### src/rtl/nn_pkg.sv
`default_nettype none

package nn_pkg;

	// single precision field layout.
	localparam int FP_EXP_BITS = 8;
	localparam int FP_MAN_BITS = 23;
	localparam int FP_BIAS = 127;

	localparam int N_INPUTS_DEF = 8;
	localparam int N_NEURONS_DEF = 4;

	typedef logic [31:0] word_t;

	// one row per neuron, element 0 first.
	localparam word_t WEIGHTS [N_NEURONS_DEF][N_INPUTS_DEF] = '{
		'{32'h3E19999A, 32'hBEB33333, 32'h3F0CCCCD, 32'hBE4CCCCD,
		  32'h3DCCCCCD, 32'hBF333333, 32'h3E99999A, 32'hBF4CCCCD},
		'{32'hBF19999A, 32'h3ECCCCCD, 32'hBE99999A, 32'h3F4CCCCD,
		  32'hBDCCCCCD, 32'h3F000000, 32'hBE800000, 32'h3F400000},
		'{32'h3F666666, 32'hBE000000, 32'h3E4CCCCD, 32'hBF000000,
		  32'h3EE66666, 32'hBECCCCCD, 32'h3F266666, 32'hBD4CCCCD},
		'{32'hBE19999A, 32'h3F59999A, 32'hBF400000, 32'h3E000000,
		  32'hBF266666, 32'h3F333333, 32'hBEE66666, 32'h3E800000}
	};

	localparam word_t BIASES [N_NEURONS_DEF] = '{
		32'h3DCCCCCD,
		32'hBE4CCCCD,
		32'h3E99999A,
		32'hBD4CCCCD
	};

endpackage

`default_nettype wire

### src/rtl/output_drain.sv
`timescale 1ns/1ps
`default_nettype none

module output_drain #(
	parameter int N_NEURONS = nn_pkg::N_NEURONS_DEF
) (
	input  wire                   clk,
	input  wire                   rst_n,
	input  wire nn_pkg::word_t    results [N_NEURONS],
	input  wire [N_NEURONS-1:0]   done,
	output logic                  layer_free,
	output logic                  out_req,
	output nn_pkg::word_t         out_data,
	input  wire                   out_ack
);

	import nn_pkg::*;

	localparam int IDX_W = (N_NEURONS > 1) ? $clog2(N_NEURONS) : 1;
	localparam logic [IDX_W-1:0] LAST_IDX = IDX_W'(N_NEURONS - 1);

	typedef enum logic [1:0] {
		S_COLLECT,
		S_LOAD,
		S_REQ,
		S_RELEASE
	} state_t;

	state_t state;
	logic [N_NEURONS-1:0] flags;
	logic [IDX_W-1:0] idx;

	// the results stay put until the next start, which cannot come before layer_free.
	assign out_data = results[idx];

	always_ff @(posedge clk or negedge rst_n)
	begin
		if (!rst_n)
		begin
			state <= S_COLLECT;
			flags <= '0;
			idx <= '0;
			layer_free <= 1'b1;
			out_req <= 1'b0;
		end
		else
		begin
			case (state)
				S_COLLECT:
				begin
					flags <= flags | done;
					if (&flags)
					begin
						layer_free <= 1'b0;
						state <= S_LOAD;
					end
				end
				S_LOAD:
				begin
					out_req <= 1'b1;
					state <= S_REQ;
				end
				S_REQ:
					if (out_ack)
					begin
						out_req <= 1'b0;
						state <= S_RELEASE;
					end
				S_RELEASE:
					if (!out_ack)
					begin
						if (idx == LAST_IDX)
						begin
							idx <= '0;
							flags <= '0;
							layer_free <= 1'b1;
							state <= S_COLLECT;
						end
						else
						begin
							idx <= idx + 1'b1;
							out_req <= 1'b1;
							state <= S_REQ;
						end
					end
				default:
					state <= S_COLLECT;
			endcase
		end
	end

endmodule

`default_nettype wire

### config.mk
export PLATFORM = sky130hd
export DESIGN_NAME = output_drain
export DESIGN_NICKNAME = d
export VERILOG_FILES = /design/src/rtl/nn_pkg.sv /design/src/rtl/output_drain.sv
export SDC_FILE = /design/constraint.sdc
export NUM_CORES = 1
export LEC_CHECK = 0
export BUFFER_PORTS_ARGS = -buffer_cell sky130_fd_sc_hd__buf_2
export CELL_PAD_IN_SITES_DETAIL_PLACEMENT = 0
export CELL_PAD_IN_SITES_GLOBAL_PLACEMENT = 1
export CORE_UTILIZATION = 22
export DETAILED_ROUTE_END_ITERATION = 8
export GPL_TIMING_DRIVEN = 0
export PLACE_DENSITY = 0.81
export SYNTH_ARGS = -nofsm -noshare
export SYNTH_HDL_FRONTEND = slang
export SYNTH_SLANG_ARGS = --single-unit
### constraint.sdc
create_clock -name clk -period 1.6 [get_ports clk]
set_clock_uncertainty 0.1 [all_clocks]
set_input_delay 0.16 -clock clk [delete_from_list [all_inputs] [get_ports clk]]
set_output_delay 0.16 -clock clk [all_outputs]
set_load 0.05 [all_outputs]
==> qor.txt <==
outcome: finished with violations
failing checks: setup timing
maximum VDD drop: 1.13 mV
Pwr Density: 2240 nW/um2
CTS tree: yes
Clock Latency Late Sink: 0.23 ns
commonest non-fill, non-tap cell in the layout: buf_2
R2R Setup Slk: 0.13 ns
Final HPWL DP: 4.83 mm
design area: 2540 um2
cell area after placement: 2230 um2
hold_ws: 0.0608 ns
Setup WS post-layout: -0.275 ns
Post-Route WL: 5.50 mm
FF+latch count, synth: 10
Clock Power Share: 0.055
core area: 5610 um2
fin crit period: 1.88 ns
Non-Filler Instances: 331
Worst Path Max Fanout: 10
fmax: 533 MHz
Syn-to-layout area delta: 95.9%
Detailed Routing Iterations Pass 1: 4
initial antenna violation count: 1
via count: 1565
Rows: 27
CTS H-tree depth: 1
Clock Sinks: 10
post-synthesis sequential area ratio: 0.194
critical path type: flop to output port
Syn Nets: 216
routability congestion estimate: 0.830
Critical Path Source Type: flop
RSZ-0062 raised after global routing: yes
leakage: 1.24 nW
max cap viols: 0
Total GRT Usage: 0.172
endpoints failing setup: 32
NetSw: 2.92 mW
DIE AREA: 6200 um2
dpl cells: 319
Reg clk slew, reported paths: 0.05 ns
critical path arrival: 1.62 ns
FILL cells: 542
WL/cell: 16.6 um
Distinct cells, synth: 25
Die Ht: 78.8 um
# IOs: 169
largest net degree at the start of global routing: 11
antenna-violating nets left: 0
dpl ws: -0.177 ns
Int Power: 2.77 mW
Sw Ratio: 0.514
final hold violation count: 0
Initial Util: 0.231
Reg power frac: 0.074
First DRT Iteration DRCs: 57
Die X: 78.8 um
worst slew pin tran: 0.272 ns
I/O Buffers: 168
fin crit share: 1.17
# DRC: 0
grt total ovfl: 0
layout cells sized above 1: 0.864
vias per inst: 4.73
Clock Tree Buf Depth: 2
syn_area_per_cell: 16.4 um2
most frequent cells in the layout: 138 x buf_2, 34 x buf_6, 32 x mux4_2, 9 x dfrtp_1, 8 x buf_4
Tightest Hold Check Type: primary input to flop
WP data required: 1.34 ns
Mapped Area: 1300 um2
CTS Buf Count: 3
max_slew headroom: 0.818
first-pass GRT wire length: 8.11 mm
Mapped Cells: 79
Slew Viols, Final: 0
nets: 396
vias in the first global route: 1590
Clock Tree Root: clkbuf_8
crit end category: output port
synth warn: 0
combinational power share: 0.871
==> repair_timing <==
item / in CTS / in global routing
hold buffers: 1 / 0
endpoints found under the hold margin: 10 / 0
setup buffers: 4 / 2
pin swaps: 0 / 0
resized for setup: 72 / 2
setup endpoints to repair: 32 / 32
==> sequential cells by signal, indices dropped and copies added, names as in the netlist <==
signal,count
state,2
layer_free,1
flags,4
out_req,1
idx,2
==> cell families after synthesis <==
logic type,synth area share
multiplexers,0.585
AND/OR/NAND/NOR,0.0550
buffers and inverters,0.0801
AO/OA/AOI/OAI,0.0666
flip-flops,0.194
adder cells (fa/ha/maj),0.0193
==> Yosys cell counts <==
cell type | count | share of area
o32a_1 | 1 | 0.0077
a2bb2oi_1 | 1 | 0.0068
buf_2 | 5 | 0.019
a221o_1 | 4 | 0.031
nor2_1 | 3 | 0.0087
clkbuf_1 | 1 | 0.0029
ha_1 | 2 | 0.019
nand3b_1 | 2 | 0.012
a21boi_0 | 1 | 0.0058
dfstp_2 | 1 | 0.020
mux4_1 | 4 | 0.081
nor3b_1 | 1 | 0.0058
a21oi_1 | 1 | 0.0039
o31ai_1 | 1 | 0.0058
inv_1 | 1 | 0.0029
o21a_1 | 1 | 0.0058
mux2_2 | 2 | 0.017
nor2b_1 | 3 | 0.014
nand2_1 | 1 | 0.0029
mux4_2 | 28 | 0.49
buf_6 | 1 | 0.0087
buf_12 | 3 | 0.046
and3b_1 | 1 | 0.0068
nand4_1 | 1 | 0.0048
dfrtp_1 | 9 | 0.17
==> per-stage QoR <==
stage	util	TNS (ns)	total power, mW
global route	0.453	-9.37	5.96
global placement	0.397	-4.05	4.56
finish	0.453	-7.67	5.69
floorplan	-	0	3.77
detailed placement	0.397	-4.32	4.58
CTS	0.451	-8.36	5.69
==> worst paths after layout <==
path,depth (start not counted),end,start
min in group asynchronous,2,flags[1],rst_n
worst min-delay path,2,flags[1],done[1]
worst max register to register,4,layer_free,idx[0]
worst min register to register,1,out_req,out_req
max in group asynchronous,2,layer_free,rst_n
worst max-delay path,4,out_data[3],idx[0]
==> worst max-delay path: stages (launching register included) <==
cell and delay (ns):
dfrtp_1 0.36, buf_6 0.16, buf_12 0.15, mux4_2 0.53, buf_6 0.18
==> metal layers <==
| layer | vias up | wire length, um | global-route usage |
|---|---|---|---|
| met3 | 4 | 355 | 0.0195 |
| met5 | - | 0 | 0 |
| met4 | 0 | 53 | 0.0463 |
| li1 | 714 | - | - |
| met1 | 766 | 2130 | 0.209 |
| met2 | 81 | 2970 | 0.319 |
==> cell type report <==
class / count / area [um2] / area share
Timing Repair Buffer: 175 / 1100 / 0.432
Multi-Input combinational cell: 58 / 926 / 0.365
Sequential cell: 10 / 251 / 0.0990
Buffer: 10 / 115 / 0.0453
Tap cell: 72 / 90.1 / 0.0355
Clock buffer: 4 / 55.1 / 0.0217
Inverter: 1 / 3.75 / 0.00148
Antenna cell: 1 / 2.50 / 0.000985
==> power groups by stage <==
stage	combinational (mW)	clock [mW]	sequential, mW
CTS	4.95	0.321	0.420
finish	4.96	0.312	0.420
global placement	4.13	0	0.425
detailed placement	4.15	0	0.427
global route	5.19	0.332	0.436
floorplan	3.30	0	0.469
Power figures use the tool's default switching activity.
