<file path="src/rtl/nn_pkg.sv">
`default_nettype none

package nn_pkg;

	// single precision field layout.
	localparam int FP_EXP_BITS = 8;
	localparam int FP_MAN_BITS = 23;
	localparam int FP_BIAS = 127;

	localparam int N_INPUTS_DEF = 8;
	localparam int N_NEURONS_DEF = 4;

	typedef logic [31:0] word_t;

	// one row per neuron, element 0 first.
	localparam word_t WEIGHTS [N_NEURONS_DEF][N_INPUTS_DEF] = '{
		'{32'h3E19999A, 32'hBEB33333, 32'h3F0CCCCD, 32'hBE4CCCCD,
		  32'h3DCCCCCD, 32'hBF333333, 32'h3E99999A, 32'hBF4CCCCD},
		'{32'hBF19999A, 32'h3ECCCCCD, 32'hBE99999A, 32'h3F4CCCCD,
		  32'hBDCCCCCD, 32'h3F000000, 32'hBE800000, 32'h3F400000},
		'{32'h3F666666, 32'hBE000000, 32'h3E4CCCCD, 32'hBF000000,
		  32'h3EE66666, 32'hBECCCCCD, 32'h3F266666, 32'hBD4CCCCD},
		'{32'hBE19999A, 32'h3F59999A, 32'hBF400000, 32'h3E000000,
		  32'hBF266666, 32'h3F333333, 32'hBEE66666, 32'h3E800000}
	};

	localparam word_t BIASES [N_NEURONS_DEF] = '{
		32'h3DCCCCCD,
		32'hBE4CCCCD,
		32'h3E99999A,
		32'hBD4CCCCD
	};

endpackage

`default_nettype wire

</file>
<file path="src/rtl/input_loader.sv">
`timescale 1ns/1ps
`default_nettype none

module input_loader #(
	parameter int N_INPUTS = nn_pkg::N_INPUTS_DEF
) (
	input  wire                clk,
	input  wire                rst_n,
	input  wire                in_req,
	input  wire nn_pkg::word_t in_data,
	output logic               in_ack,
	input  wire                layer_free,
	output nn_pkg::word_t      x_vec [N_INPUTS],
	output logic               start
);

	import nn_pkg::*;

	localparam int CNT_W = (N_INPUTS > 1) ? $clog2(N_INPUTS) : 1;
	localparam logic [CNT_W-1:0] LAST_CNT = CNT_W'(N_INPUTS - 1);

	typedef enum logic [2:0] {
		S_IDLE,
		S_ACK,
		S_FIRE,
		S_BUSY,
		S_HOLD
	} state_t;

	state_t state;
	logic [CNT_W-1:0] cnt;
	logic accept;

	assign accept = (state == S_IDLE) && in_req && layer_free;

	always_ff @(posedge clk or negedge rst_n)
	begin
		if (!rst_n)
		begin
			state <= S_IDLE;
			cnt <= '0;
			in_ack <= 1'b0;
			start <= 1'b0;
		end
		else
		begin
			start <= 1'b0;
			case (state)
				S_IDLE:
					if (accept)
					begin
						in_ack <= 1'b1;
						state <= S_ACK;
					end
				S_ACK:
					if (!in_req)
					begin
						in_ack <= 1'b0;
						if (cnt == LAST_CNT)
						begin
							cnt <= '0;
							state <= S_FIRE;
						end
						else
						begin
							cnt <= cnt + 1'b1;
							state <= S_IDLE;
						end
					end
				S_FIRE:
				begin
					start <= 1'b1;
					state <= S_BUSY;
				end
				// wait for the drain to take the layer, then for it to let go.
				S_BUSY:
					if (!layer_free)
						state <= S_HOLD;
				S_HOLD:
					if (layer_free)
						state <= S_IDLE;
				default:
					state <= S_IDLE;
			endcase
		end
	end

	always_ff @(posedge clk)
	begin
		if (accept)
			x_vec[cnt] <= in_data;
	end

endmodule

`default_nettype wire

</file>
<file path="config.mk">
export PLATFORM = sky130hd
export DESIGN_NAME = input_loader
export DESIGN_NICKNAME = d
export VERILOG_FILES = /design/src/rtl/nn_pkg.sv /design/src/rtl/input_loader.sv
export SDC_FILE = /design/constraint.sdc
export NUM_CORES = 1
export LEC_CHECK = 0
export ABC_AREA = 0
export BUFFER_PORTS_ARGS = -buffer_cell sky130_fd_sc_hd__buf_2
export CAP_MARGIN = 15
export CORE_ASPECT_RATIO = 0.5
export CORE_MARGIN = 10
export CORE_UTILIZATION = 55
export CTS_BUF_LIST = sky130_fd_sc_hd__clkbuf_4 sky130_fd_sc_hd__clkbuf_8
export CTS_CLUSTER_DIAMETER = 100
export DETAILED_ROUTE_END_ITERATION = 16
export PLACE_DENSITY = 0.84
export REMOVE_ABC_BUFFERS = 1
export SLEW_MARGIN = 20
export SYNTH_ARGS = -nofsm -noshare
export SYNTH_HDL_FRONTEND = slang
export SYNTH_SLANG_ARGS = --single-unit
</file>
<file path="constraint.sdc">
create_clock -name clk -period 8.5 [get_ports clk]
set_input_delay 0.425 -clock clk [delete_from_list [all_inputs] [get_ports clk]]
set_output_delay 0.425 -clock clk [all_outputs]
set_load 0.01 [all_outputs]
</file>
==> flow_summary_export.csv <==
group,metric,value,unit
run_status,outcome,"completed",
worst_hold_path,hp-class,"in2reg",
logic_synthesis,syn_inst,304,
clock_tree,post-cts-setup-buffer-count,0,
worst_setup_path,max_stage_delay,950,ps
clock_tree,clk_pin_slew,60,ps
timing,final-setup-viol-count,0,
logic_synthesis,ys_seq_area_share,96.79,%
worst_setup_path,slowest_stage,"nor2_4",
job,drv_cap,0,
logic_synthesis,synth_fa_ha_area_share,0.3071,%
logic_synthesis,synth_top_area_cell,"edfxtp_1",
global_routing,antenna_found_initial,0,
logic_synthesis,synth_top_area_share,94.33,%
logic_synthesis,synth_mux_area_share,0.4146,%
placed_design,dpl.cell_count,797,
placed_design,place_area,9935,µm²
clock_tree,cts_sinks,264,
placed_design,dpl.hpwl,14.25,mm
logic_synthesis,synth.avg_cell_area,26.81,µm²
logic_synthesis,ys_ff_latch,264,
floorplanning,die-area,20380,µm²
cells_and_area,n_antenna_cell,0,
timing,period_share,27.81,%
timing,final-hold-violation-count,0,
global_routing,grt_max_degree,33,
route,via_per_inst,5.032,
clock_tree,cts_tree,"yes",
timing,fmax,423.1,MHz
worst_setup_path,startpoint_type,"flip-flop",
floorplanning,ios,294,
floorplanning,initial_core_util,56.33,%
cells_and_area,finalInstanceArea,10610,µm²
clock_tree,cts_root_buf,"clkbuf_8",
timing,whs,172.1,ps
cells_and_area,fin_nets,677,
floorplanning,core,14470,µm²
timing,skew,22.70,ps
pwr,peakVddDrop,0.0001978,V
worst_setup_path,critPathMaxFanout,32,
logic_synthesis,synth_top_family_by_area,"simple AND/OR/NAND/NOR gates",
worst_setup_path,path_cells,"inv_1 > nand4_1 > nor2_4",
route,drc,0,
pwr,power_leakage,4.018,nW
route,wl,20.52,mm
route,ant_nets,0,
logic_synthesis,synth_xor_area_share,0.1075,%
worst_setup_path,crit_arrival,2460,ps
placed_design,gp_congestion,0.7648,
global_routing,grt-ovfl-total,0,
timing,slew_viol_final,0,
cells_and_area,drive_gt1_share,54.41,%
timing,fin_crit,2363,ps
floorplanning,fp.dieW,192.1,µm
logic_synthesis,ys_async_sr_fraction,3.030,%
route,wl_per_cell,23.98,µm
global_routing,grt_use_total,19.16,%
logic_synthesis,synth_area,8149,µm²
global_routing,grt_pass1_wl,28.84,mm
clock_tree,cts-resized-gates,0,
placed_design,port_buffers,293,
clock_tree,cts_buffer_depth,3,
floorplanning,num_rows,31,
global_routing,first_global_vias,4371,
logic_synthesis,synth-simple-area-share,1.750,%
timing,slew-limit-headroom,29.46,%
worst_setup_path,worst-setup-path-type,"reg2reg",
timing,worstMarginPinSlew,1056,ps
logic_synthesis,synthTopCellsByArea,"edfxtp_1, dfrtp_1, nor2_1",
route,vias,4307,
timing,rsz0062_at_grt,"no",
pwr,power_density,255.0,nW/µm²
cells_and_area,fin_cells,856,
logic_synthesis,synthFlopType,"edfxtp_1",
route,first_iter_violations,376,
logic_synthesis,synth_compound_area_share,0.3838,%
clock_tree,cts_hold_buf,1,
timing,fin_setup_tns,0,ps
worst_setup_path,worstPathRequired,8600,ps
worst_setup_path,worst_setup_path_end_kind,"flip-flop",
floorplanning,die_h,106.1,µm
logic_synthesis,synth_edf_count,256,
clock_tree,htree_levels,2,
clock_tree,clkLatencyLatePin,500,ps
logic_synthesis,ys_warn_count,0,
clock_tree,cts_buffers,36,
route,firstDrtPassIters,5,
cells_and_area,syn_to_final_growth,30.19,%
logic_synthesis,yosysUniqueCellTypes,22,
[worst paths after layout]
check                                     startpoint              endpoint  slack [ps]  depth (start not counted)
worst max-delay path            state[0]$_DFFE_PN0P_   x_vec[15]$_DFFE_PP_        6140                          3
worst min-delay path                      layer_free  state[2]$_DFFE_PN0P_         170                          2
worst max register to register  state[0]$_DFFE_PN0P_   x_vec[15]$_DFFE_PP_        6140                          3
worst min register to register  state[2]$_DFFE_PN0P_  state[1]$_DFFE_PN0P_         530                          1
max in group asynchronous                      rst_n    cnt[2]$_DFFE_PN0P_        8020                          2
min in group asynchronous                      rst_n  state[1]$_DFFE_PN0P_         300                          2
[cells by family after synthesis]
logic type | Yosys count
compound gates | 6
xor+xnor | 1
fa+ha+maj | 2
buf+inv | 3
flops | 264
mux | 3
simple gates | 25
[per-layer routing]
layer	GRT usage [%]	vias to the layer above	routed length, µm
li1	-	1894	-
met1	20.30	2188	6904
met2	35.58	184	11610
met3	5.610	41	1498
met4	7.041	0	514
met5	0	-	0
[metrics by stage]
stage          total power [mW]  utilization [%]  setup WS, ps
6_report                  2.705            73.33          6137
4_1_cts                   2.724            73.14          6082
5_1_grt                   2.815            73.33          5972
3_5_place_dp              1.851            68.67          6083
2_1_floorplan             1.708                -          4118
3_3_place_gp              1.835            68.67          6237
[area by class of cell]
class                      instances  area, µm²
multi-input combinational         37      299.0
fill                             838       3859
sequential                       264       7888
timing repair buffer             299       1534
tap                              198      247.7
inverter                           1      3.754
clock inverter                    14      82.58
clock buffer                      43      554.3
[state kept, by name (all words and copies together) (netlist names)]
register / flops
x_vec: 256
state: 3
cnt: 3
start: 1
in_ack: 1
[synth_stat cells (2+ instances only)]
library cell	number
a21oi_1	2
ha_1	2
nand3b_1	3
edfxtp_1	256
nand3_1	2
nor2_1	11
dfrtp_1	8
o21ai_0	3
mux2_2	3
nor4_1	2
[where the power goes]
group | leakage (nW) | switching (mW) | internal [mW]
Clock | 0.335 | 0.423 | 0.457
Sequential | 2.41 | 0.0431 | 1.52
Combinational | 1.27 | 0.172 | 0.0861
[cells in the final DEF (no fill, tap or decap), drive strengths merged]
cell,instances
mux2,3
xor2,1
a21oi,2
dfrtp,8
nor3b,1
nor4,2
ha,2
dlygate4sd3,1
nand3,2
nand3b,3
nor3,2
a31oi,1
clkinv,13
nor2,11
o21ai,3
bufinv,1
nand4b,1
clkbuf,43
nand4,1
nand2,1
buf,298
or2,1
edfxtp,256
inv,1
[critical path: cells and delay by family (launching register included)]
kind | cells | cell delay, ps
flops | 1 | 440
simple gates | 2 | 1340
buf+inv | 1 | 170
(Power assumes the default switching activity.)
