==> src/rtl/nn_pkg.sv <==
`default_nettype none

package nn_pkg;

	// single precision field layout.
	localparam int FP_EXP_BITS = 8;
	localparam int FP_MAN_BITS = 23;
	localparam int FP_BIAS = 127;

	localparam int N_INPUTS_DEF = 8;
	localparam int N_NEURONS_DEF = 4;

	typedef logic [31:0] word_t;

	// one row per neuron, element 0 first.
	localparam word_t WEIGHTS [N_NEURONS_DEF][N_INPUTS_DEF] = '{
		'{32'h3E19999A, 32'hBEB33333, 32'h3F0CCCCD, 32'hBE4CCCCD,
		  32'h3DCCCCCD, 32'hBF333333, 32'h3E99999A, 32'hBF4CCCCD},
		'{32'hBF19999A, 32'h3ECCCCCD, 32'hBE99999A, 32'h3F4CCCCD,
		  32'hBDCCCCCD, 32'h3F000000, 32'hBE800000, 32'h3F400000},
		'{32'h3F666666, 32'hBE000000, 32'h3E4CCCCD, 32'hBF000000,
		  32'h3EE66666, 32'hBECCCCCD, 32'h3F266666, 32'hBD4CCCCD},
		'{32'hBE19999A, 32'h3F59999A, 32'hBF400000, 32'h3E000000,
		  32'hBF266666, 32'h3F333333, 32'hBEE66666, 32'h3E800000}
	};

	localparam word_t BIASES [N_NEURONS_DEF] = '{
		32'h3DCCCCCD,
		32'hBE4CCCCD,
		32'h3E99999A,
		32'hBD4CCCCD
	};

endpackage

`default_nettype wire

==> src/rtl/fp_mult.sv <==
`timescale 1ns/1ps
`default_nettype none

module fp_mult (
	input  wire nn_pkg::word_t a,
	input  wire nn_pkg::word_t b,
	output nn_pkg::word_t      p
);

	import nn_pkg::*;

	localparam int MAN_W = FP_MAN_BITS + 1;
	localparam int PROD_W = 2 * MAN_W;
	localparam int EXP_W = FP_EXP_BITS + 2;
	localparam int EXP_LSB = FP_MAN_BITS;

	logic [FP_EXP_BITS-1:0] ea;
	logic [FP_EXP_BITS-1:0] eb;
	logic [MAN_W-1:0] ma;
	logic [MAN_W-1:0] mb;
	logic [PROD_W-1:0] prod;
	logic [FP_MAN_BITS-1:0] man;
	logic [EXP_W-1:0] exp_sum;
	logic sign;

	always_comb
	begin
		ea = a[EXP_LSB +: FP_EXP_BITS];
		eb = b[EXP_LSB +: FP_EXP_BITS];
		ma = {1'b1, a[FP_MAN_BITS-1:0]};
		mb = {1'b1, b[FP_MAN_BITS-1:0]};
		sign = a[31] ^ b[31];
		prod = ma * mb;

		// the product of two 1.x mantissas lies in [1, 4), so one shift at most.
		if (prod[PROD_W-1])
			man = prod[PROD_W-2 -: FP_MAN_BITS];
		else
			man = prod[PROD_W-3 -: FP_MAN_BITS];

		exp_sum = {2'b00, ea} + {2'b00, eb} - EXP_W'(FP_BIAS)
			+ {{(EXP_W-1){1'b0}}, prod[PROD_W-1]};

		if (ea == '0 || eb == '0)
			p = '0;
		else if (exp_sum[EXP_W-1] || exp_sum == '0)
			p = '0;
		else
			p = {sign, exp_sum[FP_EXP_BITS-1:0], man};
	end

endmodule

`default_nettype wire

==> src/rtl/fp_add.sv <==
`timescale 1ns/1ps
`default_nettype none

module fp_add (
	input  wire nn_pkg::word_t a,
	input  wire nn_pkg::word_t b,
	output nn_pkg::word_t      s
);

	import nn_pkg::*;

	localparam int MAN_W = FP_MAN_BITS + 1;
	localparam int EXP_W = FP_EXP_BITS + 2;
	localparam int MAG_W = FP_EXP_BITS + FP_MAN_BITS;
	localparam int LZ_W = $clog2(MAN_W);

	logic a_zero;
	logic b_zero;
	word_t big;
	word_t lesser;
	logic [FP_EXP_BITS-1:0] e_big;
	logic [FP_EXP_BITS-1:0] diff;
	logic [MAN_W-1:0] m_big;
	logic [MAN_W-1:0] m_small;
	logic [MAN_W:0] sum;
	logic [MAN_W-1:0] norm;
	logic [LZ_W-1:0] lz;
	logic [EXP_W-1:0] e_res;
	logic [FP_MAN_BITS-1:0] man;

	always_comb
	begin
		a_zero = (a[FP_MAN_BITS +: FP_EXP_BITS] == '0);
		b_zero = (b[FP_MAN_BITS +: FP_EXP_BITS] == '0);

		// sort by magnitude so the subtraction below never goes negative.
		if (a[MAG_W-1:0] >= b[MAG_W-1:0])
		begin
			big = a;
			lesser = b;
		end
		else
		begin
			big = b;
			lesser = a;
		end

		e_big = big[FP_MAN_BITS +: FP_EXP_BITS];
		diff = e_big - lesser[FP_MAN_BITS +: FP_EXP_BITS];
		m_big = {1'b1, big[FP_MAN_BITS-1:0]};
		m_small = {1'b1, lesser[FP_MAN_BITS-1:0]} >> diff;

		if (big[MAG_W] == lesser[MAG_W])
			sum = {1'b0, m_big} + {1'b0, m_small};
		else
			sum = {1'b0, m_big} - {1'b0, m_small};

		// leading zero count of the lower MAN_W bits; the highest set bit wins.
		lz = '0;
		for (int i = 0; i < MAN_W; i++)
		begin
			if (sum[i])
				lz = LZ_W'(MAN_W - 1 - i);
		end

		norm = sum[MAN_W-1:0] << lz;

		if (sum[MAN_W])
		begin
			man = sum[MAN_W-1:1];
			e_res = {2'b00, e_big} + 1'b1;
		end
		else
		begin
			man = norm[FP_MAN_BITS-1:0];
			e_res = {2'b00, e_big} - {{(EXP_W-LZ_W){1'b0}}, lz};
		end

		if (a_zero && b_zero)
			s = '0;
		else if (a_zero)
			s = b;
		else if (b_zero)
			s = a;
		else if (sum == '0)
			s = '0;
		else if (e_res[EXP_W-1] || e_res == '0)
			s = '0;
		else
			s = {big[MAG_W], e_res[FP_EXP_BITS-1:0], man};
	end

endmodule

`default_nettype wire

==> src/rtl/neuron.sv <==
`timescale 1ns/1ps
`default_nettype none

module neuron #(
	parameter int N_INPUTS = nn_pkg::N_INPUTS_DEF,
	parameter int NEURON_INDEX = 0
) (
	input  wire                clk,
	input  wire                rst_n,
	input  wire                start,
	input  wire nn_pkg::word_t x_vec [N_INPUTS],
	output nn_pkg::word_t      result,
	output logic               done
);

	import nn_pkg::*;

	localparam int IDX_W = (N_INPUTS > 1) ? $clog2(N_INPUTS) : 1;
	localparam logic [IDX_W-1:0] LAST_IDX = IDX_W'(N_INPUTS - 1);

	logic busy;
	logic [IDX_W-1:0] idx;
	word_t acc;
	word_t weight;
	word_t product;
	word_t sum;

	assign weight = WEIGHTS[NEURON_INDEX][idx];

	fp_mult mult_inst (
		.a(x_vec[idx]),
		.b(weight),
		.p(product)
	);

	fp_add add_inst (
		.a(acc),
		.b(product),
		.s(sum)
	);

	// one term per busy cycle, element 0 first.
	always_ff @(posedge clk or negedge rst_n)
	begin
		if (!rst_n)
		begin
			busy <= 1'b0;
			idx <= '0;
			done <= 1'b0;
		end
		else
		begin
			done <= 1'b0;
			if (start)
			begin
				busy <= 1'b1;
				idx <= '0;
			end
			else if (busy)
			begin
				idx <= idx + 1'b1;
				if (idx == LAST_IDX)
				begin
					busy <= 1'b0;
					done <= 1'b1;
				end
			end
		end
	end

	always_ff @(posedge clk)
	begin
		if (start)
			acc <= BIASES[NEURON_INDEX];
		else if (busy)
			acc <= sum;
	end

	// rectifier. a negative sum becomes +0.
	assign result = acc[31] ? '0 : acc;

endmodule

`default_nettype wire

==> config.mk <==
export PLATFORM = sky130hd
export DESIGN_NAME = neuron
export DESIGN_NICKNAME = d
export VERILOG_FILES = /design/src/rtl/nn_pkg.sv /design/src/rtl/fp_mult.sv /design/src/rtl/fp_add.sv /design/src/rtl/neuron.sv
export SDC_FILE = /design/constraint.sdc
export NUM_CORES = 2
export LEC_CHECK = 0
export ABC_AREA = 1
export BUFFER_PORTS_ARGS = -buffer_cell sky130_fd_sc_hd__buf_4
export CAP_MARGIN = 0
export CORE_MARGIN = 1
export CORE_UTILIZATION = 25
export CTS_BUF_LIST = sky130_fd_sc_hd__clkbuf_8
export DETAILED_ROUTE_END_ITERATION = 10
export PLACE_DENSITY = 0.39
export SLEW_MARGIN = 20
export SYNTH_ARGS = -nofsm -noshare
export SYNTH_HDL_FRONTEND = slang
export SYNTH_SLANG_ARGS = --single-unit
==> constraint.sdc <==
create_clock -name clk -period 23.2 [get_ports clk]
set_input_delay 0 -clock clk [delete_from_list [all_inputs] [get_ports clk]]
set_output_delay 0 -clock clk [all_outputs]
set_load 0.05 [all_outputs]
==> flow_summary.ini <==
[placement]
io_buffers = 290
gp_congestion = 0.9020
place_area_um2 = 31180
hpwl_um = 102300

[clock_network]
htreeDepth = 2
clk_pin_slew_ns = 0.09
tritoncts = done
cts-buffers-inserted = 5
clkLatencyLatePin_ns = 0.34
root_buffer = clkbuf_8
clk_path_buf_depth = 2
cts_sinks = 37

[sta]
fin_crit_ns = 21.53
tns_ns = 0
setup_viol = 0
slew_headroom_pct = 37.12
worst_pin_slew_ns = 0.9369
slew_violations = 0
hold_viol_final = 0
min_period_over_period_pct = 92.79
fmax_mhz = 46.45
fin_skew_ns = 0.01264
rsz0062_at_grt = false

[route]
drt-wirelength-per-cell_um = 20.49
vias_per_cell = 4.684
dr.pass1.iters = 6
drc = 0
drt_iter0_markers = 2067
postRouteAntennaNets = 0
routed-via-count = 26560
drt-total-wl_um = 116200

[critical_path]
cp.required_ns = 23.41
crit_arrival_ns = 21.74
path_depth = 121
rr_worst_depth = 121
cp_max_fo = 27
start_kind = flop
critPathKind = flop to flop
critPathMaxStageDelay_ns = 0.56
cp_common_cell = nand2_1
cp-end-kind = flop
cp_slowest_cell = fa_1
critical_path_buf_inv_count = 21
critical_path.top_delay_family = simple AND/OR/NAND/NOR gates

[die]
initial_utilization_pct = 25.23
die_y_um = 333.7
core-area_um2 = 109000
design.die.area_um2 = 111300
io_pins = 292
rows = 121
die_w_um = 333.7

[final_layout]
layout_commonest_cell = inv_1
fillCellCount = 12270
syn_to_final_growth_pct = 14.85
layout.nets = 5190
mostFrequentLayoutCells = inv_1, nand2_1, fa_1
finish.instance_area_um2 = 31580
drive_gt1_share_pct = 12.13

[grt]
grt_usage_pct = 20.76
overflow = 0
grt_pass1_wl_um = 175200
grt_max_degree = 81
antenna_found_initial = 3
grt_pass1_vias = 27460

[synthesis]
synthDistinctLibCells = 62
synth-seq-cells = 37
synth_ff_type = dfxtp_1
syn_inst = 4036
synth_edf_count = 0
synth_nets = 4973
async_reset_ff_share_pct = 13.51
ys_seq_area_share_pct = 2.785
ys_warn_count = 0
netlist_area_um2 = 27500
avgSynthCellArea_um2 = 6.813

[run_status]
status = complete, no violations

[job]
drv_cap = 0

[worst_hold_path]
min_path_type = input pin to async pin
## metal layers
layer	GRT usage (%)	part of all wire, %	wire [um]
met2	34.38	46	53640
met5	0	0	0
met4	2.225	0.85	991
met3	1.500	3.8	4441
met1	30.23	49	57140
## path summary, 6_finish.rpt
kind	slack, ns	from	end
worst max register to register	1.67	idx[1]	acc[4]
min in group clk	0.07	start	acc[25]
worst max-delay path	1.67	idx[1]	acc[4]
worst min-delay path	0.01	rst_n	done
max in group asynchronous	23.04	rst_n	idx[0]
worst min register to register	0.56	acc[25]	acc[25]
## worst reg2reg max path, delay by kind of cell (launching register included)
family	cells	cell delay (ns)
AOI/OAI and AO/OA	20	3.16
xor gates and xnor gates	4	0.88
adders and majority gates	15	5.83
buffers and inverters	21	2.90
DFF	1	0.53
and+or+nand+nor	61	8.14
## registers in the layout, summed over array words and instances (netlist names)
register,cells
acc,32
busy,1
done,1
idx,3
## metrics by stage
stage / worst slack (ns) / cells / hold slack, ns / util, %
after floorplan: 3.955 / 4036 / -0.2956 / -
after global placement: 0.6871 / 5649 / -0.1756 / 28.61
after detailed placement: 0.6932 / 5649 / -0.1771 / 28.61
after CTS: 0.5616 / 5658 / 0.003421 / 28.72
after global routing: 0.01704 / 5671 / 0.001544 / 28.97
final: 1.672 / 5671 / 0.01357 / 28.97
## layout make-up
type	instances	area, um2	area share (%)
Inverter	886	3343	10.59
Clock inverter	3	43.79	0.1387
Timing Repair Buffer	349	2649	8.387
Sequential cell	37	774.5	2.452
Multi-Input combinational cell	2974	22930	72.59
Antenna cell	3	7.507	0.02377
Clock buffer	5	68.82	0.2179
Tap cell	1414	1769	5.602
## what timing repair did
item | in CTS | in global routing
gates resized for setup | 0 | 59
buffers inserted | 0 | 8
setup endpoints to repair | 0 | 32
endpoints found under the hold margin | 5 | 0
hold buffers | 1 | 0
## Yosys cell counts, types with 22 or more instances
master / n / area (um2)
clkbuf_1: 84 / 315.3
o22ai_1: 45 / 281.5
dfxtp_1: 32 / 640.6
xnor2_1: 24 / 210.2
nand4_1: 50 / 312.8
a21oi_1: 198 / 991.0
xor2_1: 55 / 481.7
a31oi_1: 24 / 150.1
nand2_1: 755 / 2834
nand2_2: 22 / 137.6
buf_2: 35 / 175.2
fa_1: 440 / 8808
o21ai_0: 200 / 1001
o21ai_1: 47 / 235.2
inv_2: 30 / 112.6
inv_1: 852 / 3198
ha_1: 238 / 2978
nand3_1: 290 / 1451
nor2_1: 433 / 1625
## logic make-up after synthesis
family | Yosys count | synth area share, %
compound gates | 578 | 11.60
buf+inv | 1027 | 14.49
flops | 37 | 2.785
other cells | 1 | 0.01364
simple gates | 1634 | 25.61
fa+ha+maj | 678 | 42.86
xor+xnor | 81 | 2.635
Power is left out: the tool's default activity adds up to more than one toggle a clock period on the data nets, which glitch-free logic cannot reach.
